===== src/rtl/ffe_defs.svh =====
`ifndef FFE_DEFS_SVH
`define FFE_DEFS_SVH

// lanes per input word, lane 0 is the oldest sample
`define FFE_WIDTH 4

// taps per lane
`define FFE_LENGTH 6

// signed sample code from the slicer/adc
`define FFE_CODE_BITS 8

// signed tap weight
`define FFE_WEIGHT_BITS 10

// saturated output width
`define FFE_RESULT_BITS 16

// full precision code times weight
`define FFE_PROD_BITS (`FFE_CODE_BITS + `FFE_WEIGHT_BITS)

// growth for summing FFE_LENGTH products
`define FFE_SUM_BITS (`FFE_PROD_BITS + $clog2(`FFE_LENGTH))

// codes visible to the lanes in one cycle
`define FFE_WINDOW_LEN (`FFE_WIDTH + `FFE_LENGTH - 1)

// index fields of a weight command
`define FFE_LANE_IDX_BITS $clog2(`FFE_WIDTH)
`define FFE_TAP_IDX_BITS $clog2(`FFE_LENGTH)

`endif


===== src/rtl/ffe_pkg.sv =====
`include "ffe_defs.svh"

package ffe_pkg;

   // weight command opcode
   typedef enum logic [1:0] {
      WT_IDLE   = 2'd0,
      WT_WRITE  = 2'd1,
      WT_COMMIT = 2'd2
   } wt_cmd_e;

   typedef logic signed [`FFE_CODE_BITS-1:0]   code_t;
   typedef logic signed [`FFE_WEIGHT_BITS-1:0] weight_t;
   typedef logic signed [`FFE_RESULT_BITS-1:0] result_t;

   // one tap write or a commit of the whole shadow bank
   typedef struct packed {
      wt_cmd_e                       cmd;
      logic [`FFE_LANE_IDX_BITS-1:0] lane;
      logic [`FFE_TAP_IDX_BITS-1:0]  tap;
      weight_t                       value;
   } wt_write_t;

   // input word, index 0 is the oldest code
   typedef code_t [`FFE_WIDTH-1:0] code_word_t;

   // history plus current word, index 0 is the oldest code
   typedef code_t [`FFE_WINDOW_LEN-1:0] code_window_t;

   // codes seen by one lane, index k is k positions back
   typedef code_t [`FFE_LENGTH-1:0] lane_codes_t;

   typedef weight_t [`FFE_LENGTH-1:0] lane_weights_t;

   typedef lane_weights_t [`FFE_WIDTH-1:0] weight_set_t;

   typedef result_t [`FFE_WIDTH-1:0] result_word_t;

endpackage


===== src/rtl/ffe_lane_mac.sv =====
`timescale 1ns/1ps
`include "ffe_defs.svh"

module ffe_lane_mac
   import ffe_pkg::*;
(
   input  logic          clk,
   input  logic          reset,
   input  lane_codes_t   taps,
   input  lane_weights_t weights,
   input  logic          in_valid,
   output result_t       result,
   output logic          out_valid
);

   localparam int sum_bits = `FFE_SUM_BITS;
   localparam int res_bits = `FFE_RESULT_BITS;

   // result range expressed at sum width
   localparam logic signed [sum_bits-1:0] sat_max =
      {{(sum_bits - res_bits + 1){1'b0}}, {(res_bits - 1){1'b1}}};
   localparam logic signed [sum_bits-1:0] sat_min =
      {{(sum_bits - res_bits + 1){1'b1}}, {(res_bits - 1){1'b0}}};

   lane_codes_t                      taps_q;
   logic signed [`FFE_PROD_BITS-1:0] prod_q [`FFE_LENGTH];
   logic signed [sum_bits-1:0]       tree_sum;
   logic signed [sum_bits-1:0]       sum_q;
   result_t                          result_q;
   logic                             valid0_q;
   logic                             valid1_q;
   logic                             valid2_q;
   logic                             valid3_q;

   // window slice held for the multipliers
   always_ff @(posedge clk) begin
      if (in_valid) begin
         taps_q <= taps;
      end
   end

   // stage 1, one multiplier per tap, weights as active at this edge
   always_ff @(posedge clk) begin
      if (valid0_q) begin
         for (int k = 0; k < `FFE_LENGTH; k++) begin
            prod_q[k] <= $signed(taps_q[k]) * $signed(weights[k]);
         end
      end
   end

   // products sign extended before the add
   always_comb begin
      tree_sum = '0;
      for (int k = 0; k < `FFE_LENGTH; k++) begin
         tree_sum = tree_sum + sum_bits'(prod_q[k]);
      end
   end

   // stage 2
   always_ff @(posedge clk) begin
      if (valid1_q) begin
         sum_q <= tree_sum;
      end
   end

   // stage 3, clamp to the result range
   always_ff @(posedge clk) begin
      if (reset) begin
         result_q <= '0;
      end else if (valid2_q) begin
         if (sum_q > sat_max) begin
            result_q <= sat_max[res_bits-1:0];
         end else if (sum_q < sat_min) begin
            result_q <= sat_min[res_bits-1:0];
         end else begin
            result_q <= sum_q[res_bits-1:0];
         end
      end
   end

   // valid runs beside the data
   always_ff @(posedge clk) begin
      if (reset) begin
         valid0_q <= 1'b0;
         valid1_q <= 1'b0;
         valid2_q <= 1'b0;
         valid3_q <= 1'b0;
      end else begin
         valid0_q <= in_valid;
         valid1_q <= valid0_q;
         valid2_q <= valid1_q;
         valid3_q <= valid2_q;
      end
   end

   assign result    = result_q;
   assign out_valid = valid3_q;

endmodule


===== config.mk =====
export PLATFORM = sky130hd
export DESIGN_NAME = ffe_lane_mac
export DESIGN_NICKNAME = d
export VERILOG_FILES = /design/src/rtl/ffe_pkg.sv /design/src/rtl/ffe_lane_mac.sv
export VERILOG_INCLUDE_DIRS = /design/src /design/src/rtl
export SDC_FILE = /design/constraint.sdc
export NUM_CORES = 1
export LEC_CHECK = 0
export BUFFER_PORTS_ARGS = -buffer_cell sky130_fd_sc_hd__buf_4
export CAP_MARGIN = 20
export CORE_MARGIN = 10
export CORE_UTILIZATION = 50
export CTS_CLUSTER_SIZE = 10
export DETAILED_ROUTE_END_ITERATION = 16
export MAX_ROUTING_LAYER = met4
export PLACE_DENSITY_LB_ADDON = 0.25
export SYNTH_ARGS = -nofsm -noshare
export SYNTH_HDL_FRONTEND = slang
export SYNTH_SLANG_ARGS = --single-unit

===== constraint.sdc =====
create_clock -name clk -period 11.7 [get_ports clk]
set_input_delay 0.585 -clock clk [delete_from_list [all_inputs] [get_ports clk]]
set_output_delay 0.585 -clock clk [all_outputs]
set_load 0.1 [all_outputs]

==> results.yml <==
setup_path:
  cp-start-kind: "flop"
  path_cells: "nand2_1, fa_1, inv_1, fa_1, fa_1, inv_1, fa_1, inv_1, ha_1, a21oi_1, nor2b_1, o21a_1, o31ai_1, o21bai_1, a21oi_1, xnor2_1"
  required_ns: 11.95
  crit_path_max_incr_delay_ns: 0.58
  cp_slowest_cell: "edfxtp_1"
  crit_buf_inv: 3
  critPathTopFamily: "adder cells"
  cp_common_cell: "fa_1"
  arrival_ns: 5.03
  worstSetupPathType: "flop to flop"
  rr_worst_depth: 16
  worst-path-max-fanout: 10
  cp-end-kind: "flop"
  path_depth: 16
final_layout:
  drive_gt1_share_pct: 6.47
  area_delta_synth_final_pct: 8.97
  fin_nets: 3541
  antenna_cells: 0
  fill_cells: 4670
drt:
  post-route-drc-count: 0
  wl_per_cell_um: 15.6
  ant_nets: 0
  wl_met1_um: 24300
  viasPerCell: 4.96
  vias: 17054
  drt_first_pass_iters: 5
  dr_wl_met2_um: 26800
  routed_wl_um: 53600
  drtIter0Drc: 852
  highest_layer: "met4"
  wl_met3_um: 1770
die:
  die_x_um: 250
  die_h_um: 250
  core_um2: 52600
  start_util_pct: 50.5
  ioPinCount: 128
  die_area_um2: 62700
  row_count: 84
sta:
  setup_tns_ns: 0
  worst_pin_slew_ns: 0.979
  slew_headroom_pct: 34.3
  rsz0062_at_grt: "false"
  drv_slew: 0
  fin_crit_ns: 4.78
  fmax_mhz: 209
  fin_worst_skew_ns: 0.0140
  period_share_pct: 40.9
  setup_viol: 0
  hold_viol: 0
flow_run:
  timing.max_cap.violations: 0
synth:
  netlist_instances: 2614
  synth_seq_area_share_pct: 21.5
  synth_cell_type_count: 54
  synth_edf_count: 177
  synthFlopType: "edfxtp_1"
  syn-cell-area_um2: 26600
  syn_nets: 3418
  synth.avg_cell_area_um2: 10.2
  ys_warn_count: 0
  async_reset_ff_share_pct: 0
  ys_seq_elements: 197
global_route:
  overflow: 0
  grt_max_degree: 60
  track_usage_pct: 18.7
  grt_pass1_wl_um: 92600
  antenna_found_initial: 0
  grt_pass1_vias: 18779
cts:
  tritoncts: "done"
  cts_sinks: 197
  cts-hold-fix-buffers: 0
  cts_buffers: 17
  ctsLongestPathBuffers: 2
  ctsResizeCount: 0
  cts.clk_slew.worst_paths_ns: 0.09
  root_buffer: "clkbuf_16"
  clock_latency_ns: 0.50
  h-tree-depth: 4
  post-cts-setup-buffers: 0
run_status:
  status: "finished, final reports clean"
placed_design:
  portBuffers: 127
  gp_routability_congestion: 0.890
  place_hpwl_um: 45400
min_path:
  holdCritPathClass: "input port to flop"
  holdPathStages: 1
[cell usage in the layout (no fill, tap or decap), types with 6 or more instances in the layout]
master,instances
a211oi_1,6
dfxtp_1,19
inv_1,707
fa_1,476
o21bai_1,14
and2_1,289
nand3_1,7
nor2b_1,22
a21oi_1,75
edfxtp_1,177
xnor2_1,97
nor3_1,36
nor2_1,114
a21o_1,14
o21ai_0,21
nand2_1,154
buf_4,128
o21a_1,20
o31a_1,6
ha_1,217
nand2b_1,16
o21ai_1,17
xor2_1,23
clkbuf_16,17
[area by class of cell]
cell class                      instances  area [um2]  area share (%)
Clock buffer                           18         439            1.52
Clock inverter                         14         208           0.718
Inverter                              713        2680            9.25
Multi-Input combinational cell       1680       18100            62.5
Sequential cell                       197        5720            19.8
Tap cell                              688         861            2.97
Timing Repair Buffer                  128         961            3.32
[cell usage after synthesis (4+ instances only)]
cell type | count | area share [%]
inv_1 | 707 | 10
fa_1 | 476 | 36
and2_1 | 289 | 6.8
ha_1 | 217 | 10
edfxtp_1 | 177 | 20
nand2_1 | 154 | 2.2
nor2_1 | 114 | 1.6
xnor2_1 | 97 | 3.2
a21oi_1 | 75 | 1.4
nor3_1 | 36 | 0.68
clkbuf_1 | 23 | 0.33
xor2_1 | 23 | 0.76
nor2b_1 | 22 | 0.52
o21ai_0 | 21 | 0.40
dfxtp_1 | 20 | 1.5
o21a_1 | 20 | 0.57
o21ai_1 | 17 | 0.32
nand2b_1 | 16 | 0.38
a21o_1 | 14 | 0.40
o21bai_1 | 14 | 0.40
nand3_1 | 7 | 0.13
a211oi_1 | 6 | 0.17
o31a_1 | 6 | 0.20
a31oi_1 | 5 | 0.12
and3_1 | 5 | 0.12
or3_1 | 5 | 0.12
a211o_1 | 4 | 0.13
inv_2 | 4 | 0.057
nand4_1 | 4 | 0.094
nor4_1 | 4 | 0.094
[state kept, by name (all words and copies together) (netlist names)]
name / cells
prod_q: 108
taps_q: 48
sum_q: 21
result: 16
out_valid: 1
valid0_q: 1
valid1_q: 1
valid2_q: 1
[final timing paths]
check / slack, ns / from / endpoint
hold reg to reg: 0.49 / result[9]$_SDFFE_PP0P_ / result[9]$_SDFFE_PP0P_
hold / removal: 0.26 / taps[9] / taps_q[9]$_DFFE_PP_
setup reg to reg: 6.92 / taps_q[42]$_DFFE_PP_ / prod_q[5][17]$_DFFE_PP_
setup / recovery: 6.92 / taps_q[42]$_DFFE_PP_ / prod_q[5][17]$_DFFE_PP_
[per-layer routing]
layer | track usage (%) | vias up
met2 | 30.8 | 258
met1 | 24.2 | 8624
met3 | 2.31 | 45
met5 | - | -
met4 | 4.68 | 0
li1 | - | 8127
[per-stage QoR]
| step | setup slack (ns) | instance area (um2) | hold slack, ns | utilization (%) | std cells |
|---|---|---|---|---|---|
| global placement | 6.89 | 28300 | 0.470 | 53.8 | 3406 |
| finish | 6.92 | 28900 | 0.258 | 55.1 | 3438 |
| floorplan | 7.20 | 26600 | 0.504 | - | 2614 |
| global route | 6.63 | 28900 | 0.235 | 55.1 | 3438 |
| CTS | 6.91 | 28900 | 0.221 | 55.1 | 3438 |
| detailed placement | 6.83 | 28300 | 0.470 | 53.8 | 3406 |
[cells by family (layout without fill, tap and decap cells)]
kind of cell / after synthesis / count (layout) / share of synthesized area, %
simple gates: 663 / 663 / 13.0
buf+inv: 737 / 873 / 10.4
flops: 197 / 197 / 21.5
compound gates: 203 / 203 / 4.99
xor+xnor: 120 / 120 / 3.96
mux: 1 / 1 / 0.0377
fa+ha+maj: 693 / 693 / 46.1
Power is not shown: default switching activity piles up to over one toggle a cycle in this logic, so the estimate is an artifact.
