### config.mk
export PLATFORM = sky130hd
export DESIGN_NAME = ffe_weight_bank
export DESIGN_NICKNAME = d
export VERILOG_FILES = /design/src/rtl/ffe_pkg.sv /design/src/rtl/ffe_weight_bank.sv
export VERILOG_INCLUDE_DIRS = /design/src /design/src/rtl
export SDC_FILE = /design/constraint.sdc
export NUM_CORES = 1
export LEC_CHECK = 0
export BUFFER_PORTS_ARGS = -buffer_cell sky130_fd_sc_hd__buf_2
export CORE_ASPECT_RATIO = 2
export CORE_MARGIN = 4
export CORE_UTILIZATION = 35
export CTS_CLUSTER_DIAMETER = 80
export DETAILED_ROUTE_END_ITERATION = 10
export PLACE_DENSITY = 0.55
export SLEW_MARGIN = 20
export SYNTH_ARGS = -nofsm -noshare
export SYNTH_HDL_FRONTEND = slang
export SYNTH_SLANG_ARGS = --single-unit
### constraint.sdc
create_clock -name clk -period 1.85 [get_ports clk]
set_input_delay 0.37 -clock clk [delete_from_list [all_inputs] [get_ports clk]]
set_output_delay 0.37 -clock clk [all_outputs]
set_load 0.1 [all_outputs]
### src/rtl/ffe_defs.svh
`ifndef FFE_DEFS_SVH
`define FFE_DEFS_SVH

// lanes per input word, lane 0 is the oldest sample
`define FFE_WIDTH 4

// taps per lane
`define FFE_LENGTH 6

// signed sample code from the slicer/adc
`define FFE_CODE_BITS 8

// signed tap weight
`define FFE_WEIGHT_BITS 10

// saturated output width
`define FFE_RESULT_BITS 16

// full precision code times weight
`define FFE_PROD_BITS (`FFE_CODE_BITS + `FFE_WEIGHT_BITS)

// growth for summing FFE_LENGTH products
`define FFE_SUM_BITS (`FFE_PROD_BITS + $clog2(`FFE_LENGTH))

// codes visible to the lanes in one cycle
`define FFE_WINDOW_LEN (`FFE_WIDTH + `FFE_LENGTH - 1)

// index fields of a weight command
`define FFE_LANE_IDX_BITS $clog2(`FFE_WIDTH)
`define FFE_TAP_IDX_BITS $clog2(`FFE_LENGTH)

`endif

### src/rtl/ffe_pkg.sv
`include "ffe_defs.svh"

package ffe_pkg;

   // weight command opcode
   typedef enum logic [1:0] {
      WT_IDLE   = 2'd0,
      WT_WRITE  = 2'd1,
      WT_COMMIT = 2'd2
   } wt_cmd_e;

   typedef logic signed [`FFE_CODE_BITS-1:0]   code_t;
   typedef logic signed [`FFE_WEIGHT_BITS-1:0] weight_t;
   typedef logic signed [`FFE_RESULT_BITS-1:0] result_t;

   // one tap write or a commit of the whole shadow bank
   typedef struct packed {
      wt_cmd_e                       cmd;
      logic [`FFE_LANE_IDX_BITS-1:0] lane;
      logic [`FFE_TAP_IDX_BITS-1:0]  tap;
      weight_t                       value;
   } wt_write_t;

   // input word, index 0 is the oldest code
   typedef code_t [`FFE_WIDTH-1:0] code_word_t;

   // history plus current word, index 0 is the oldest code
   typedef code_t [`FFE_WINDOW_LEN-1:0] code_window_t;

   // codes seen by one lane, index k is k positions back
   typedef code_t [`FFE_LENGTH-1:0] lane_codes_t;

   typedef weight_t [`FFE_LENGTH-1:0] lane_weights_t;

   typedef lane_weights_t [`FFE_WIDTH-1:0] weight_set_t;

   typedef result_t [`FFE_WIDTH-1:0] result_word_t;

endpackage

### src/rtl/ffe_weight_bank.sv
`timescale 1ns/1ps
`include "ffe_defs.svh"

module ffe_weight_bank
   import ffe_pkg::*;
(
   input  logic        clk,
   input  logic        reset,
   input  wt_write_t   wt,
   output weight_set_t active
);

   weight_set_t shadow_q;
   weight_set_t active_q;
   logic        tap_ok;

   // tap field is wider than the tap count
   assign tap_ok = (wt.tap < `FFE_LENGTH);

   // shadow collects single tap writes
   always_ff @(posedge clk) begin
      if (reset) begin
         shadow_q <= '0;
      end else begin
         if (wt.cmd == WT_WRITE && tap_ok) begin
            shadow_q[wt.lane][wt.tap] <= wt.value;
         end
      end
   end

   // whole set goes live on one edge so a lane never mixes old and new taps
   always_ff @(posedge clk) begin
      if (reset) begin
         active_q <= '0;
      end else begin
         case (wt.cmd)
            WT_COMMIT: begin
               active_q <= shadow_q;
            end
            default: begin
               active_q <= active_q;
            end
         endcase
      end
   end

   assign active = active_q;

endmodule

==> impl_table.tex <==
\begin{tabular}{lr}
\hline
Metric & Value \\
\hline
\multicolumn{2}{l}{\textbf{Clock network}} \\
Root Buffer Master & sky130\_fd\_sc\_hd\_\_clkbuf\_16 \\
CTS clk-pin slew, worst paths & 0.07 ns \\
Post-CTS Setup Repair Bufs & 0 \\
Hold-fix buffers at CTS & 0 \\
Number of clock sinks seen by CTS & 480 \\
Bufs on Longest Clock Path & 3 \\
Clock tree from TritonCTS & yes \\
TritonCTS Buffers & 43 \\
Deepest level of the CTS H-tree & 2 \\
Clock Latency Late Sink & 0.56 ns \\
Cells resized by post-CTS repair & 0 \\
\multicolumn{2}{l}{\textbf{Critical path}} \\
Bufs and invs on worst path & 1 \\
Arrival time reported for the critical path endpoint & 1.43 ns \\
Max FO, Critical Path & 2 \\
Cells traversed along the worst timing path & buf\_2 \\
Biggest cell delay along the critical path & 0.46 ns \\
Startpoint kind of the worst setup timing path & register \\
Critical Path Sink Type & output port \\
Path type of the worst setup path & reg2out \\
Critical-path top delay cell & sky130\_fd\_sc\_hd\_\_buf\_2 \\
Required time of the critical path & 1.48 ns \\
CP top delay family & buffers and inverters \\
\multicolumn{2}{l}{\textbf{Floorplanning}} \\
Die footprint & 53900 µm² \\
Die Wd & 166 µm \\
Floorplan row count & 115 \\
Height of the die & 324 µm \\
Boundary pin count & 259 \\
Placeable core area & 49400 µm² \\
Starting Density & 35.5\% \\
\multicolumn{2}{l}{\textbf{Final layout}} \\
\# fillers & 4856 \\
Proportion of layout cells with a drive suffix above 1 & 19.9\% \\
Growth of design area from synthesis to finish & 22.0\% \\
NumNets Final & 2124 \\
\multicolumn{2}{l}{\textbf{Detailed routing}} \\
Post-Route WL & 49100 µm \\
Number of remaining DRC errors & 0 \\
Met2 Wirelength & 25400 µm \\
Avg Vias per Cell & 4.73 \\
Via count & 13200 \\
Highest layer used for signal routing & met5 \\
Detailed router's first-iteration violation count & 661 \\
Met3 Routed Length & 2420 µm \\
Pre-antenna DRT Iters & 4 \\
Final routed wire length divided by cell count & 17.7 µm \\
Number of antenna-violating nets in the routed design & 0 \\
Post-route met1 wirelength & 20000 µm \\
\multicolumn{2}{l}{\textbf{Synth}} \\
Avg Synthesized Cell Area & 9.30 µm² \\
Distinct cell type count of the synthesized netlist & 26 \\
Post-Synthesis Cells & 1885 \\
Most common flop cell mapped by yosys & sky130\_fd\_sc\_hd\_\_dfxtp\_1 \\
Net Count, Synth & 1904 \\
Mapped Area & 17500 µm² \\
Register bit total from synthesis & 480 \\
Share of the yosys chip area belonging to registers & 54.8\% \\
Number of enable-type register cells in the synthesized netlist & 0 \\
Number of synthesis warnings & 0 \\
FFs w/ async S/R, synth & 0\% \\
\multicolumn{2}{l}{\textbf{STA}} \\
Slew Limit Fails & 0 \\
Worst setup margin & 0.0510 ns \\
RSZ-0062 raised after global routing & false \\
Endpoints failing hold & 0 \\
Final setup skew & 0.0156 ns \\
Slew at the pin closest to its max-slew limit & 0.629 ns \\
Rel. slew slack & 57.9\% \\
Crit path time final & 1.80 ns \\
Final worst path period share & 97.2\% \\
Final total negative setup slack & 0 ns \\
Final number of setup-violating endpoints & 0 \\
Timing-limited maximum frequency & 0.556 GHz \\
\multicolumn{2}{l}{\textbf{Global route}} \\
Maximum number of pins on one net before global-route repair & 111 \\
Vias in the first global route & 13300 \\
All-layer global routing usage & 17.7\% \\
Initial antenna violation count & 6 \\
Overall overflow remaining after global route & 0 \\
First-pass GRT wire length & 77100 µm \\
\multicolumn{2}{l}{\textbf{Status}} \\
Run status & finished, final reports clean \\
\multicolumn{2}{l}{\textbf{Pwr}} \\
Power density over the cells & 962 nW/µm² \\
Max rail drop VDD & 896 µV \\
Leakage power summed over all cells & 9.62 nW \\
\multicolumn{2}{l}{\textbf{Placement}} \\
Count of buffers inserted at the top-level ports & 258 \\
Half-perimeter wire length after placement & 31700 µm \\
Worst slack after detailed placement & -0.129 ns \\
Final weighted congestion of routability-driven global placement & 0.747 \\
\multicolumn{2}{l}{\textbf{Job}} \\
Number of max-capacitance violations reported & 0 \\
\multicolumn{2}{l}{\textbf{Hold path}} \\
Hold crit path type & in2reg \\
\hline
\end{tabular}
==> where the power goes <==
group / total (mW) / leakage [nW] / switching, mW / internal [mW]
Sequential: 10.4 / 3.87 / 0.0145 / 10.4
Combinational: 0.925 / 5.04 / 0.618 / 0.307
Clock: 9.26 / 0.715 / 3.97 / 5.29
Total: 20.6 / 9.62 / 4.61 / 15.9
==> synth_stat cells, types with 4 or more instances <==
cell type	number	area, µm²
sky130_fd_sc_hd__nand2_2	7	43.8
sky130_fd_sc_hd__clkbuf_1	110	413
sky130_fd_sc_hd__buf_2	38	190
sky130_fd_sc_hd__dfxtp_1	480	9610
sky130_fd_sc_hd__nand3_1	8	40.0
sky130_fd_sc_hd__nand3b_1	4	30.0
sky130_fd_sc_hd__nand2b_1	251	1570
sky130_fd_sc_hd__nand2_1	481	1810
sky130_fd_sc_hd__nand4_1	4	25.0
sky130_fd_sc_hd__mux2i_1	240	2400
sky130_fd_sc_hd__a21oi_1	240	1200
==> state kept, by name, indices dropped and copies added, names as in the netlist <==
register,count
active,240
shadow_q,240
==> layout by cell type (no fill, tap or decap), types with 5 or more instances in the layout <==
cell and n:
sky130_fd_sc_hd__a21oi_1 240, sky130_fd_sc_hd__buf_12 29, sky130_fd_sc_hd__buf_2 257, sky130_fd_sc_hd__buf_4 41, sky130_fd_sc_hd__clkbuf_1 5, sky130_fd_sc_hd__clkbuf_16 45
sky130_fd_sc_hd__clkbuf_8 7, sky130_fd_sc_hd__clkinv_2 11, sky130_fd_sc_hd__dfxtp_1 480, sky130_fd_sc_hd__mux2i_1 240, sky130_fd_sc_hd__nand2_1 481, sky130_fd_sc_hd__nand2_2 7
sky130_fd_sc_hd__nand2b_1 241, sky130_fd_sc_hd__nand2b_2 9, sky130_fd_sc_hd__nand3_1 8
==> metal layers <==
| layer | track usage, % | up-vias |
|---|---|---|
| met5 | 0 | - |
| met2 | 32.7 | 277 |
| met4 | 5.11 | 6 |
| met3 | 3.76 | 70 |
| li1 | - | 6557 |
| met1 | 20.5 | 6249 |
==> final cells by class <==
| type | count | area (µm²) | share of cell area, % |
|---|---|---|---|
| diodes | 3 | 7.51 | 0.0351 |
| clock buffers | 57 | 1240 | 5.81 |
| clock inverters | 19 | 206 | 0.966 |
| multi-input cells | 1252 | 7310 | 34.2 |
| flip-flops and latches | 480 | 9610 | 45.0 |
| well taps | 643 | 805 | 3.76 |
| repair buffers | 328 | 2190 | 10.2 |
==> through the flow <==
stage	hold slack, ns	std cells	utilization (%)	area [µm²]	power (mW)
after floorplan	0.432	1885	-	17500	11.1
after detailed placement	0.441	2703	40.4	19900	11.6
after CTS	0.122	2779	43.3	21400	20.9
after global routing	0.145	2779	43.3	21400	21.2
after global placement	0.438	2703	40.4	19900	11.6
final	0.150	2782	43.3	21400	20.6
==> final timing paths <==
check | from | end | slack (ns) | cells after the start
setup / recovery | active[14]$_SDFFE_PP0N_ | active[14] | 0.05 | 1
hold / removal | reset | active[28]$_SDFFE_PP0N_ | 0.15 | 2
setup reg to reg | active[14]$_SDFFE_PP0N_ | active[14]$_SDFFE_PP0N_ | 1.17 | 2
hold reg to reg | active[156]$_SDFFE_PP0N_ | active[156]$_SDFFE_PP0N_ | 0.45 | 2
==> cells by family after synthesis <==
family / Yosys count / share of synthesized area (%)
simple gates: 772 / 21.0
buf+inv: 153 / 3.65
compound gates: 240 / 6.85
flops: 480 / 54.8
mux: 240 / 13.7
==> worst reg2reg max path, stage by stage (launching register included) <==
cell	delay, ns
sky130_fd_sc_hd__dfxtp_1	0.41
sky130_fd_sc_hd__nand2_1	0.07
sky130_fd_sc_hd__a21oi_1	0.14
(Power assumes the default switching activity.)
