===== config.mk =====
export PLATFORM = sky130hd
export DESIGN_NAME = ffe_code_history
export DESIGN_NICKNAME = d
export VERILOG_FILES = /design/src/rtl/ffe_pkg.sv /design/src/rtl/ffe_code_history.sv
export VERILOG_INCLUDE_DIRS = /design/src /design/src/rtl
export SDC_FILE = /design/constraint.sdc
export NUM_CORES = 1
export LEC_CHECK = 0
export BUFFER_PORTS_ARGS = -buffer_cell sky130_fd_sc_hd__buf_2
export CAP_MARGIN = 20
export CORE_ASPECT_RATIO = 2
export CORE_MARGIN = 2
export CORE_UTILIZATION = 47
export DETAILED_ROUTE_END_ITERATION = 7
export GPL_TIMING_DRIVEN = 1
export PLACE_DENSITY = 0.88
export SKIP_LAST_GASP = 1
export SYNTH_ARGS = -nofsm -noshare
export SYNTH_HDL_FRONTEND = slang
export SYNTH_SLANG_ARGS = --single-unit

===== constraint.sdc =====
create_clock -name clk -period 0.9 [get_ports clk]
set_clock_uncertainty 0.1 [all_clocks]
set_input_delay 0.09 -clock clk [delete_from_list [all_inputs] [get_ports clk]]
set_output_delay 0.09 -clock clk [all_outputs]
set_load 0.01 [all_outputs]

===== src/rtl/ffe_defs.svh =====
`ifndef FFE_DEFS_SVH
`define FFE_DEFS_SVH

// lanes per input word, lane 0 is the oldest sample
`define FFE_WIDTH 4

// taps per lane
`define FFE_LENGTH 6

// signed sample code from the slicer/adc
`define FFE_CODE_BITS 8

// signed tap weight
`define FFE_WEIGHT_BITS 10

// saturated output width
`define FFE_RESULT_BITS 16

// full precision code times weight
`define FFE_PROD_BITS (`FFE_CODE_BITS + `FFE_WEIGHT_BITS)

// growth for summing FFE_LENGTH products
`define FFE_SUM_BITS (`FFE_PROD_BITS + $clog2(`FFE_LENGTH))

// codes visible to the lanes in one cycle
`define FFE_WINDOW_LEN (`FFE_WIDTH + `FFE_LENGTH - 1)

// index fields of a weight command
`define FFE_LANE_IDX_BITS $clog2(`FFE_WIDTH)
`define FFE_TAP_IDX_BITS $clog2(`FFE_LENGTH)

`endif


===== src/rtl/ffe_pkg.sv =====
`include "ffe_defs.svh"

package ffe_pkg;

   // weight command opcode
   typedef enum logic [1:0] {
      WT_IDLE   = 2'd0,
      WT_WRITE  = 2'd1,
      WT_COMMIT = 2'd2
   } wt_cmd_e;

   typedef logic signed [`FFE_CODE_BITS-1:0]   code_t;
   typedef logic signed [`FFE_WEIGHT_BITS-1:0] weight_t;
   typedef logic signed [`FFE_RESULT_BITS-1:0] result_t;

   // one tap write or a commit of the whole shadow bank
   typedef struct packed {
      wt_cmd_e                       cmd;
      logic [`FFE_LANE_IDX_BITS-1:0] lane;
      logic [`FFE_TAP_IDX_BITS-1:0]  tap;
      weight_t                       value;
   } wt_write_t;

   // input word, index 0 is the oldest code
   typedef code_t [`FFE_WIDTH-1:0] code_word_t;

   // history plus current word, index 0 is the oldest code
   typedef code_t [`FFE_WINDOW_LEN-1:0] code_window_t;

   // codes seen by one lane, index k is k positions back
   typedef code_t [`FFE_LENGTH-1:0] lane_codes_t;

   typedef weight_t [`FFE_LENGTH-1:0] lane_weights_t;

   typedef lane_weights_t [`FFE_WIDTH-1:0] weight_set_t;

   typedef result_t [`FFE_WIDTH-1:0] result_word_t;

endpackage


===== src/rtl/ffe_code_history.sv =====
`timescale 1ns/1ps
`include "ffe_defs.svh"

module ffe_code_history
   import ffe_pkg::*;
(
   input  logic         clk,
   input  logic         reset,
   input  code_word_t   codes,
   input  logic         in_valid,
   output code_window_t window,
   output logic         win_valid
);

   localparam int hist_len = `FFE_LENGTH - 1;

   // oldest first, entries 0..hist_len-1 are history, the rest the current word
   code_window_t window_q;
   logic         valid_q;

   always_ff @(posedge clk) begin
      if (reset) begin
         window_q <= '0;
      end else if (in_valid) begin
         // newest hist_len codes of the old window become the history
         for (int i = 0; i < hist_len; i++) begin
            window_q[i] <= window_q[i + `FFE_WIDTH];
         end
         for (int j = 0; j < `FFE_WIDTH; j++) begin
            window_q[hist_len + j] <= codes[j];
         end
      end
   end

   // gaps leave the stream untouched
   always_ff @(posedge clk) begin
      if (reset) begin
         valid_q <= 1'b0;
      end else begin
         valid_q <= in_valid;
      end
   end

   assign window    = window_q;
   assign win_valid = valid_q;

endmodule


==> results by group, run 1 <==
Yosys
  • Seq cells post-synth: 73
  • Sequential cell area fraction in the yosys report: 55.1%
  • Simple-gate share of the synthesized area: roughly a tenth
  • Synth Area in Adders: 0%
  • Yosys warns: 0
  • Count of different cell masters after synthesis: 7
  • Post-synthesis cell area: about 2700 um2
  • Compound-Gate Fraction of Synth Area: 0%
  • Mux cell area share after synthesis: 27.2%
  • Xor and xnor area share after synthesis: 0%
  • Dominant combinational cell family by area after synthesis: multiplexers
  • Mapped Cells: between 200 and 250
  • Mapped Avg Cell Area: roughly 11 um2
  • Synth Net Count: about 270

Die
  • I/O Pins: between 100 and 150
  • Die W: ~57 um
  • DIE AREA: ~6300 um2
  • Die Ht: between 100 and 150 um
  • Standard-cell rows: 38
  • Initial Util: slightly below 50%
  • Core footprint: approximately 5400 um2

Clock network
  • CTS clock-pin slew for the worst setup and hold paths: approximately 0.080 ns
  • H-tree depth: 3
  • CTS tree: yes
  • CTS root buffer: clkbuf_8
  • CTS sink cnt: 73
  • Clock Path Buffers: 2
  • CTS Buf Count: 9
  • Clk Latency, worst-skew pair: 0.34 ns

Placed design
  • Placer Congestion: 0.727
  • Post-DP HPWL: a little over 4 mm
  • I/O Buffers: approximately 110
  • Pre-CTS setup slack: -0.0879 ns

Finish
  • Antenna cell count: 0
  • Synth-to-Final Area Change: 76.4%
  • Final net count: about 460
  • Area of the multi-input gates: approximately 1000 um2
  • Layout cells sized above 1: between 50% and 60%
  • Sequential Area: about 1600 um2
  • Fill cells: 264

Run status
  • Failing checks: negative setup slack
  • Outcome: complete, but fails checks

Timing
  • Finish-stage setup viols: 78
  • Setup tns final: -5.92 ns
  • Unrepaired setup endpoints after global routing: true
  • Setup WS post-layout: -0.105 ns
  • Fin crit period: 1.00 ns
  • FMAX: roughly 1000 MHz
  • Max_slew headroom: between 80 and 90%
  • Pins over their slew limit: 0
  • Final Hold Violating Endpoints: 0
  • Period Utilization, post-route: 112%
  • Worst Max-Slew Pin Slew: about 0.19 ns

Power and ir drop
  • Lkg Pwr: around 2.3 nW
  • Pwr/cell area: 1520 nW/um2
  • VDD IR max: approximately 1.5 mV

Detailed routing
  • DR vias/cell: ~4.9
  • Post-DRT Antenna Nets: 0
  • Residual DRC: 0
  • Vias after detailed routing: 2,401
  • DRT iter0 DRCs: 75
  • DR pass1 iterations: 4
  • Routed WL: 8.46 mm
  • DR WL/cell: approximately 17 um

Flow run
  • Max cap viols: 0

Global routing
  • Initial antenna violation count: 0
  • First-pass GRT wire length: 12.1 mm
  • Global route overflow: 0
  • Largest net degree at the start of global routing: 43
  • Vias in the first global route: 2,524
  • Total GRT Usage: between 20% and 30%

Critical path
  • Max FO, Critical Path: 2
  • Worst path required time: just over 0.7 ns
  • R2R depth: 3
  • Critical path's slowest cell: dfxtp_2
  • Worst setup EP type: primary output
  • Critical path class: flip-flop to primary output
  • CP Launch Type: flip-flop
  • Crit-path leading delay family: flip-flops
  • Critical Path, Cell by Cell: buf_6
  • CP bufs+invs: 1
  • Reg-to-reg endpoint: window[18]$_SDFFE_PP0P_
  • Reg-to-reg startpoint: window[50]$_SDFFE_PP0P_
  • R2r setup slk: -0.02 ns
  • Crit path DAT: 0.81 ns
  • Largest stage delay, worst path: 0.37 ns

Worst hold path
  • Tightest Hold Check Type: primary input to flip-flop
  • Sink of the worst hold path: window[16]$_SDFFE_PP0P_
  • Hold depth: 3
  • Hold path start: reset
==> Yosys cell counts <==
cell type / n / area [um2]
nor2b_1: 1 / 6.26
buf_12: 8 / 160
dfxtp_1: 73 / 1460
nor2_1: 72 / 270
buf_2: 2 / 10.0
clkbuf_1: 6 / 22.5
mux2i_1: 72 / 721
==> how the worst max path moves through the flow <==
stage / start / endpoint / slack [ns] / cells after the start
6_report: window[53]$_SDFFE_PP0P_ / window[53] / -0.10 / 1
5_1_grt: window[50]$_SDFFE_PP0P_ / window[50] / -0.14 / 1
4_1_cts: window[44]$_SDFFE_PP0P_ / window[44] / -0.12 / 1
3_5_place_dp: in_valid / window[10]$_SDFFE_PP0P_ / -0.09 / 4
3_3_place_gp: in_valid / window[44]$_SDFFE_PP0P_ / -0.03 / 4
2_1_floorplan: reset / window[0]$_SDFFE_PP0P_ / 0.09 / 3
==> repair_timing <==
| item | 4_1_cts | 5_1_grt |
|---|---|---|
| setup buffers | 38 | 7 |
| endpoints found under the setup margin | 73 | 96 |
| endpoints found under the hold margin | 32 | 0 |
| pin swaps | 0 | 14 |
| resized for setup | 144 | 24 |
| hold buffers | 32 | 0 |
==> tightest hold or removal path, stage by stage <==
cell	delay, ns
buf_2	0.14
buf_12	0.17
nor2_1	0.08
==> registers in the layout, summed over array words and instances, names as in the netlist <==
| name | count |
|---|---|
| win_valid | 1 |
| window | 72 |
==> per-stage QoR <==
| step | hold WS [ns] | std cells | cell area [um2] | total power [mW] | utilization, % |
|---|---|---|---|---|---|
| after detailed placement | 0.233 | 394 | 3200 | 4.27 | 59.1 |
| after global routing | 0.0745 | 487 | 4680 | 7.37 | 86.3 |
| after CTS | 0.0559 | 480 | 4530 | 7.00 | 83.5 |
| after global placement | 0.224 | 394 | 3200 | 4.24 | 59.1 |
| final | 0.0726 | 487 | 4680 | 7.09 | 86.3 |
| after floorplan | 0.137 | 234 | 2650 | 4.00 | - |
==> area by class of cell <==
type,count,area share (%)
multi-input combinational,145,22.0
clock buffer,10,2.94
clock inverter,6,0.910
sequential,73,33.2
tap,60,1.61
timing repair buffer,193,39.4
==> layout by cell type, fill, tap and decap left out <==
| cell | netlist | layout |
|---|---|---|
| buf_12 | 8 | 5 |
| buf_2 | 2 | 34 |
| buf_4 | 0 | 33 |
| buf_6 | 0 | 89 |
| clkbuf_8 | 0 | 10 |
| clkinv_2 | 0 | 2 |
| clkinv_4 | 0 | 1 |
| clkinvlp_4 | 0 | 2 |
| dfxtp_1 | 73 | 1 |
| dfxtp_2 | 0 | 72 |
| dlygate4sd3_1 | 0 | 32 |
| inv_6 | 0 | 1 |
| mux2i_1 | 72 | 66 |
| mux2i_2 | 0 | 5 |
| mux2i_4 | 0 | 1 |
| nor2_1 | 72 | 72 |
| nor2b_1 | 1 | 1 |
==> power breakdown <==
| group | switching, mW | leakage (nW) | internal [mW] | total, mW |
|---|---|---|---|---|
| Sequential | 0.124 | 0.627 | 3.40 | 3.52 |
| Clock | 1.25 | 0.0887 | 1.08 | 2.33 |
| Combinational | 0.491 | 1.56 | 0.746 | 1.24 |
==> metal layers <==
metal  share of wire (%)  vias to the layer above  routed length [um]  track usage [%]
met4                 3.6                        0                 306             12.8
li1                    -                     1154                   -                -
met5                   0                        -                   0                0
met1                  33                     1138                2750             22.4
met3                 5.1                       21                 429             6.42
met2                  59                       88                4970             51.6
==> logic make-up (layout without fill, tap and decap cells) <==
kind of cell,count (synthesis),in the layout
buffers and inverters,16,209
muxes,72,72
DFF,73,73
and+or+nand+nor,73,73
(Power assumes the default switching activity.)
==> run 2, diff against run 1 <==
--- a/config.mk
+++ b/config.mk
@@ -8,7 +8,6 @@
 export LEC_CHECK = 0
 export BUFFER_PORTS_ARGS = -buffer_cell sky130_fd_sc_hd__buf_2
 export CAP_MARGIN = 20
-export CORE_ASPECT_RATIO = 2
 export CORE_MARGIN = 2
 export CORE_UTILIZATION = 47
 export DETAILED_ROUTE_END_ITERATION = 7
==> run 2 against run 1 <==
- the flow finishes with violations (negative hold slack, negative setup slack)
- core utilization is 1.6 points higher
- die area is 0.58% lower
- routed wire length is 6.6% higher
- largest cell class unchanged
- final cell count is 2.9% higher
- via count is 3.8% higher
- sequential power hardly changed
- power is 9.6% higher
- sequential cell count stayed put
- global-route usage hardly changed
- highest routed layer unchanged
- clock power is 27% higher
==> results by group, run 2 (synthesis results as in run 1) <==
Run status
  • Outcome: complete, but fails checks
  • Failing checks: negative hold slack, negative setup slack

Finish
  • Commonest non-fill, non-tap cell in the layout: buf_6
  • Layout cells sized above 1: between 60% and 70%
  • Final net count: approximately 460
  • Fill cells: approximately 250
  • Highest-count cells in the layout ignoring fill and taps: 97 x buf_6, 72 x nor2_1, 72 x dfxtp_2
  • Antenna cell count: 0
  • Synth-to-Final Area Change: 81.5%
  • Design area: between 4000 and 5000 um2
  • Finished Layout Cells: 501
  • Max FFs per register: 72

Power and ir drop
  • VDD IR max: approximately 1.7 mV
  • Lkg Pwr: roughly 2.3 nW
  • NetSw: approximately 1.9 mW
  • Register share of total power: a little under half
  • Design Power: 7.78 mW
  • Clock Power Share: between 30% and 40%
  • Pwr/cell area: 1620 nW/um2
  • Logic pwr share: roughly 17%
  • Internal: a little under 6 mW
  • Switching share of power: between 20% and 30%

Global routing
  • Vias in the first global route: around 2,400
  • Initial antenna violation count: 0
  • Global route overflow: 0
  • First-pass GRT wire length: 12.2 mm
  • Largest net degree at the start of global routing: 33
  • Total GRT Usage: between 20 and 30%

Timing
  • Max_slew headroom: 85.3%
  • Hold slack: -0.0152 ns
  • FMAX: slightly below 1000 MHz
  • Setup WS post-layout: -0.130 ns
  • Worst Max-Slew Pin Slew: roughly 0.21 ns
  • Period Utilization, post-route: 114%
  • Pins over their slew limit: 0
  • Unrepaired setup endpoints after global routing: true
  • Fin crit period: 1.03 ns
  • Finish-stage setup viols: 87
  • Final Hold Violating Endpoints: 1

Die
  • Core footprint: 5470 um2
  • I/O Pins: 108
  • Die W: slightly below 80 um
  • Initial Util: around half
  • DIE AREA: between 6000 and 7000 um2
  • Die Ht: 79.1 um
  • Standard-cell rows: 27

Detailed routing
  • DRT iter0 DRCs: 95
  • Routed WL: between 9 and 10 mm
  • DR vias/cell: 4.98
  • DR WL/cell: around 18 um
  • DR pass1 iterations: 4
  • Post-DRT Antenna Nets: 0
  • Vias after detailed routing: roughly 2,500
  • Residual DRC: 0

Clock network
  • CTS clock-pin slew for the worst setup and hold paths: 0.09 ns
  • H-tree depth: 3
  • CTS Hold Buffers Added: 32
  • CTS root buffer: clkbuf_8
  • CTS tree: yes
  • Clk Latency, worst-skew pair: 0.34 ns
  • CTS sink cnt: 73
  • CTS Buf Count: 9
  • Clock Path Buffers: 2

Placed design
  • Post-DP Area: roughly 3200 um2
  • Placer Congestion: 0.736
  • I/O Buffers: ~110
  • Dpl cells: just over 400
  • Post-DP HPWL: 3.62 mm

Critical path
  • Crit path DAT: around 0.84 ns
  • Max FO, Critical Path: 2
  • Crit-path leading delay family: flip-flops
  • Worst path required time: roughly 0.7 ns
  • CP bufs+invs: 1
  • Worst setup EP type: primary output
  • Critical path's slowest cell: dfxtp_2
  • Reg-to-reg endpoint: window[52]$_SDFFE_PP0P_
  • Critical Path, Cell by Cell: buf_6
  • Reg-to-reg startpoint: window[52]$_SDFFE_PP0P_
  • CP Launch Type: flip-flop
  • R2R depth: 3
  • Largest stage delay, worst path: ~0.38 ns
  • Critical path class: flip-flop to primary output
  • R2r setup slk: -0.08 ns

Flow run
  • Max cap viols: 0

Worst hold path
  • Sink of the worst hold path: window[67]$_SDFFE_PP0P_
  • Tightest Hold Check Type: primary input to flip-flop
  • Hold path start: in_valid
  • Hold depth: 3
==> run 2: changes by cell type in the layout (fill, tap and decap cells not counted), sizes merged <==
cell      delta
buf          +2
bufinv       +2
clkbuf       +1
clkinv       -1
clkinvlp     -1
inv          -1
==> run 2: timing repair <==
action | in CTS | in global routing
resized for setup | 144 | 41
hold endpoints to repair | 32 | 1
endpoints found under the setup margin | 73 | 104
pin swaps | 0 | 22
setup buffers | 39 | 11
==> run 2: routing by layer <==
metal  vias to the layer above  routed length (um)  GRT usage, %
met4                         0                 324          14.5
met5                         -                   0             0
li1                       1153                   -             -
met1                      1208                3430          27.6
met2                       104                4870          47.0
met3                        28                 393          4.89
==> run 2: worst max-delay path by stage <==
| stage | startpoint | end | slack [ns] | cells after the start |
|---|---|---|---|---|
| after detailed placement | in_valid | window[61]$_SDFFE_PP0P_ | -0.10 | 4 |
| after floorplan | reset | window[0]$_SDFFE_PP0P_ | 0.09 | 3 |
| after CTS | window[36]$_SDFFE_PP0P_ | window[36] | -0.09 | 1 |
| final | window[52]$_SDFFE_PP0P_ | window[52] | -0.13 | 1 |
| after global routing | window[52]$_SDFFE_PP0P_ | window[52] | -0.15 | 1 |
| after global placement | in_valid | window[53]$_SDFFE_PP0P_ | -0.06 | 4 |
==> run 2: cell type report <==
| class | instances | area [um2] | area share (%) |
|---|---|---|---|
| Clock buffer | 11 | 151 | 3.15 |
| Clock inverter | 5 | 77.6 | 1.61 |
| Multi-Input combinational cell | 145 | 1070 | 22.2 |
| Sequential cell | 73 | 1550 | 32.2 |
| Tap cell | 72 | 90.1 | 1.87 |
| Timing Repair Buffer | 195 | 1870 | 38.9 |
==> run 2: power groups by stage <==
stage	Sequential [mW]	Combinational, mW	Clock, mW
finish	3.53	1.29	2.95
detailed placement	3.54	0.702	0
global placement	3.53	0.685	0
global route	3.54	1.36	3.14
floorplan	3.60	0.404	0
CTS	3.50	1.11	2.93
==> run 2: stage by stage <==
step	TNS, ns	utilization (%)	hold slack (ns)	setup WS (ns)
finish	-6.06	87.9	-0.0152	-0.130
global route	-8.60	87.9	-0.0258	-0.148
CTS	-5.28	83.4	-0.0334	-0.0916
detailed placement	-3.40	58.1	0.232	-0.101
global placement	-2.53	58.1	0.220	-0.0582
floorplan	0	-	0.137	0.0896
==> run 3, diff against run 2 <==
--- a/config.mk
+++ b/config.mk
@@ -9,10 +9,10 @@
 export BUFFER_PORTS_ARGS = -buffer_cell sky130_fd_sc_hd__buf_2
 export CAP_MARGIN = 20
 export CORE_MARGIN = 2
-export CORE_UTILIZATION = 47
+export CORE_UTILIZATION = 50
 export DETAILED_ROUTE_END_ITERATION = 7
 export GPL_TIMING_DRIVEN = 1
-export PLACE_DENSITY = 0.88
+export PLACE_DENSITY = 0.92
 export SKIP_LAST_GASP = 1
 export SYNTH_ARGS = -nofsm -noshare
 export SYNTH_HDL_FRONTEND = slang
==> constraint.sdc (replaced) <==
create_clock -name clk -period 1.3 [get_ports clk]
set_clock_uncertainty 0.1 [all_clocks]
set_input_delay 0.13 -clock clk [delete_from_list [all_inputs] [get_ports clk]]
set_output_delay 0.13 -clock clk [all_outputs]
set_load 0.01 [all_outputs]
==> run 3 against run 2 <==
- the flow now finishes without violations
- sequential share of layout area increased by 7.2 points
- die area decreased by 5.7%
- clock-buffer cell count decreased by 2
- cell area decreased by 23%
- core utilization decreased by 15 points
- setup slack improved by 0.34 ns
- clock power decreased by 40%
- sequential cell count unchanged
- combinational power decreased by 56%
- register-to-register slack improved by 0.58 ns
- global-route usage decreased by 4.6 points
- critical path type unchanged
- largest power group unchanged
==> results by group, run 3 (synthesis results as in run 1) <==
Run status
  • Outcome: finished clean

Detailed routing
  • DR WL/cell: 13.1 um
  • Post-DRT Antenna Nets: 0
  • Vias after detailed routing: between 2,000 and 2,500
  • DRT iter0 DRCs: 55
  • DR pass1 iterations: 4
  • Residual DRC: 0
  • DR vias/cell: between 4 and 5
  • Routed WL: between 5 and 6 mm

Critical path
  • CP bufs+invs: 1
  • Max FO, Critical Path: 3
  • Instance count on the critical path: 1
  • R2r setup slk: 0.50 ns
  • Critical Path, Cell by Cell: buf_2
  • Crit path DAT: approximately 0.86 ns
  • Crit-path leading delay family: flip-flops
  • Worst path required time: between 1 and 1.5 ns
  • Reg-to-reg endpoint: window[36]$_SDFFE_PP0P_
  • Worst setup EP type: primary output
  • CP Launch Type: flip-flop
  • Critical path's slowest cell: dfxtp_1
  • Largest stage delay, worst path: between 0.3 and 0.4 ns
  • Critical path class: flip-flop to primary output
  • Reg-to-reg startpoint: window[68]$_SDFFE_PP0P_
  • R2R depth: 2

Power and ir drop
  • VDD IR max: roughly 0.80 mV
  • Design Power: about 4.7 mW
  • Pwr/cell area: ~1300 nW/um2
  • Lkg Pwr: slightly below 2 nW

Die
  • Die Ht: roughly 77 um
  • Die W: 76.8 um
  • Initial Util: around half
  • I/O Pins: between 100 and 150
  • Standard-cell rows: 26
  • Core footprint: 5110 um2
  • DIE AREA: 5900 um2

Finish
  • Utilization after layout: between 70% and 80%
  • Sequential Area: about 1500 um2
  • Fill cells: 387
  • Area of the multi-input gates: ~1000 um2
  • Synth-to-Final Area Change: 39.6%
  • Final net count: ~410
  • Highest-count cells in the layout ignoring fill and taps: 106 x buf_2, 73 x dfxtp_1, 72 x mux2i_1, 72 x nor2_1, 32 x dlygate4sd3_1
  • Max FFs per register: just over 70
  • Commonest non-fill, non-tap cell in the layout: buf_2
  • Antenna cell count: 0
  • Layout cells sized above 1: 34.0%

Clock network
  • CTS root buffer: clkbuf_8
  • Clock Path Buffers: 2
  • Post-CTS setup buffer count: 0
  • CTS clock-pin slew for the worst setup and hold paths: roughly 0.08 ns
  • # resized after CTS: 0
  • CTS sink cnt: 73
  • CTS Hold Buffers Added: 32
  • CTS Buf Count: 9
  • CTS tree: yes
  • Clk Latency, worst-skew pair: ~0.34 ns
  • H-tree depth: 3

Worst hold path
  • Hold path start: in_valid
  • Hold depth: 3
  • Sink of the worst hold path: window[39]$_SDFFE_PP0P_
  • Tightest Hold Check Type: primary input to flip-flop

Timing
  • Finish-stage setup viols: 0
  • Setup tns final: 0 ns
  • Final Hold Violating Endpoints: 0
  • Max_slew headroom: between 70 and 80%
  • Pins over their slew limit: 0
  • Hold slack: ~0.13 ns
  • Unrepaired setup endpoints after global routing: false
  • Setup WS post-layout: 0.211 ns
  • Worst Max-Slew Pin Slew: ~0.31 ns
  • Fin crit period: 1.09 ns
  • FMAX: about 900 MHz
  • Period Utilization, post-route: 83.8%

Global routing
  • Initial antenna violation count: 0
  • Vias in the first global route: 2,116
  • Global route overflow: 0
  • Total GRT Usage: 21.2%
  • Largest net degree at the start of global routing: 74
  • First-pass GRT wire length: roughly 10 mm

Placed design
  • I/O Buffers: approximately 110
  • Post-DP HPWL: between 3 and 4 mm
  • Placer Congestion: between 0.7 and 0.8
  • Pre-CTS setup slack: about 0.15 ns

Flow run
  • Max cap viols: 0
-- run 3: report_power, final --
group / internal (mW) / leakage (nW) / switching [mW]
logic: 0.299 / 1.24 / 0.266
registers: 2.33 / 0.597 / 0.0648
clock network: 0.902 / 0.0925 / 0.867
-- run 3: through the flow --
step	instance area [um2]	instances
after global placement	3180	401
after floorplan	2650	234
after CTS	3700	449
final	3700	449
after global routing	3700	449
after detailed placement	3180	401
-- run 3: worst max-delay path by stage --
stage | startpoint | endpoint | slack, ns
after floorplan | reset | window[0]$_SDFFE_PP0P_ | 0.45
after global placement | in_valid | window[57]$_SDFFE_PP0P_ | 0.24
after detailed placement | in_valid | window[36]$_SDFFE_PP0P_ | 0.15
after CTS | window[69]$_SDFFE_PP0P_ | window[69] | 0.19
after global routing | window[38]$_SDFFE_PP0P_ | window[38] | 0.16
final | window[71]$_SDFFE_PP0P_ | window[71] | 0.21
-- run 3: routing by layer --
layer | track usage (%) | part of all wire (%) | up-vias
met3 | 4.71 | 4.6 | 13
li1 | - | - | 1057
met4 | 10.2 | 2.0 | 0
met5 | 0 | 0 | -
met1 | 23.6 | 43 | 934
met2 | 38.1 | 51 | 72
-- run 3: tightest hold or removal path, stage by stage --
cell     delay [ns]
buf_4          0.19
mux2i_1        0.14
nor2_1         0.07
-- run 3: area by class of cell --
| cell class | instances | share of cell area [%] |
|---|---|---|
| flip-flops and latches | 73 | 39.5 |
| well taps | 70 | 2.37 |
| clock inverters | 7 | 2.13 |
| clock buffers | 9 | 3.35 |
| repair buffers | 145 | 25.8 |
| multi-input cells | 145 | 26.9 |
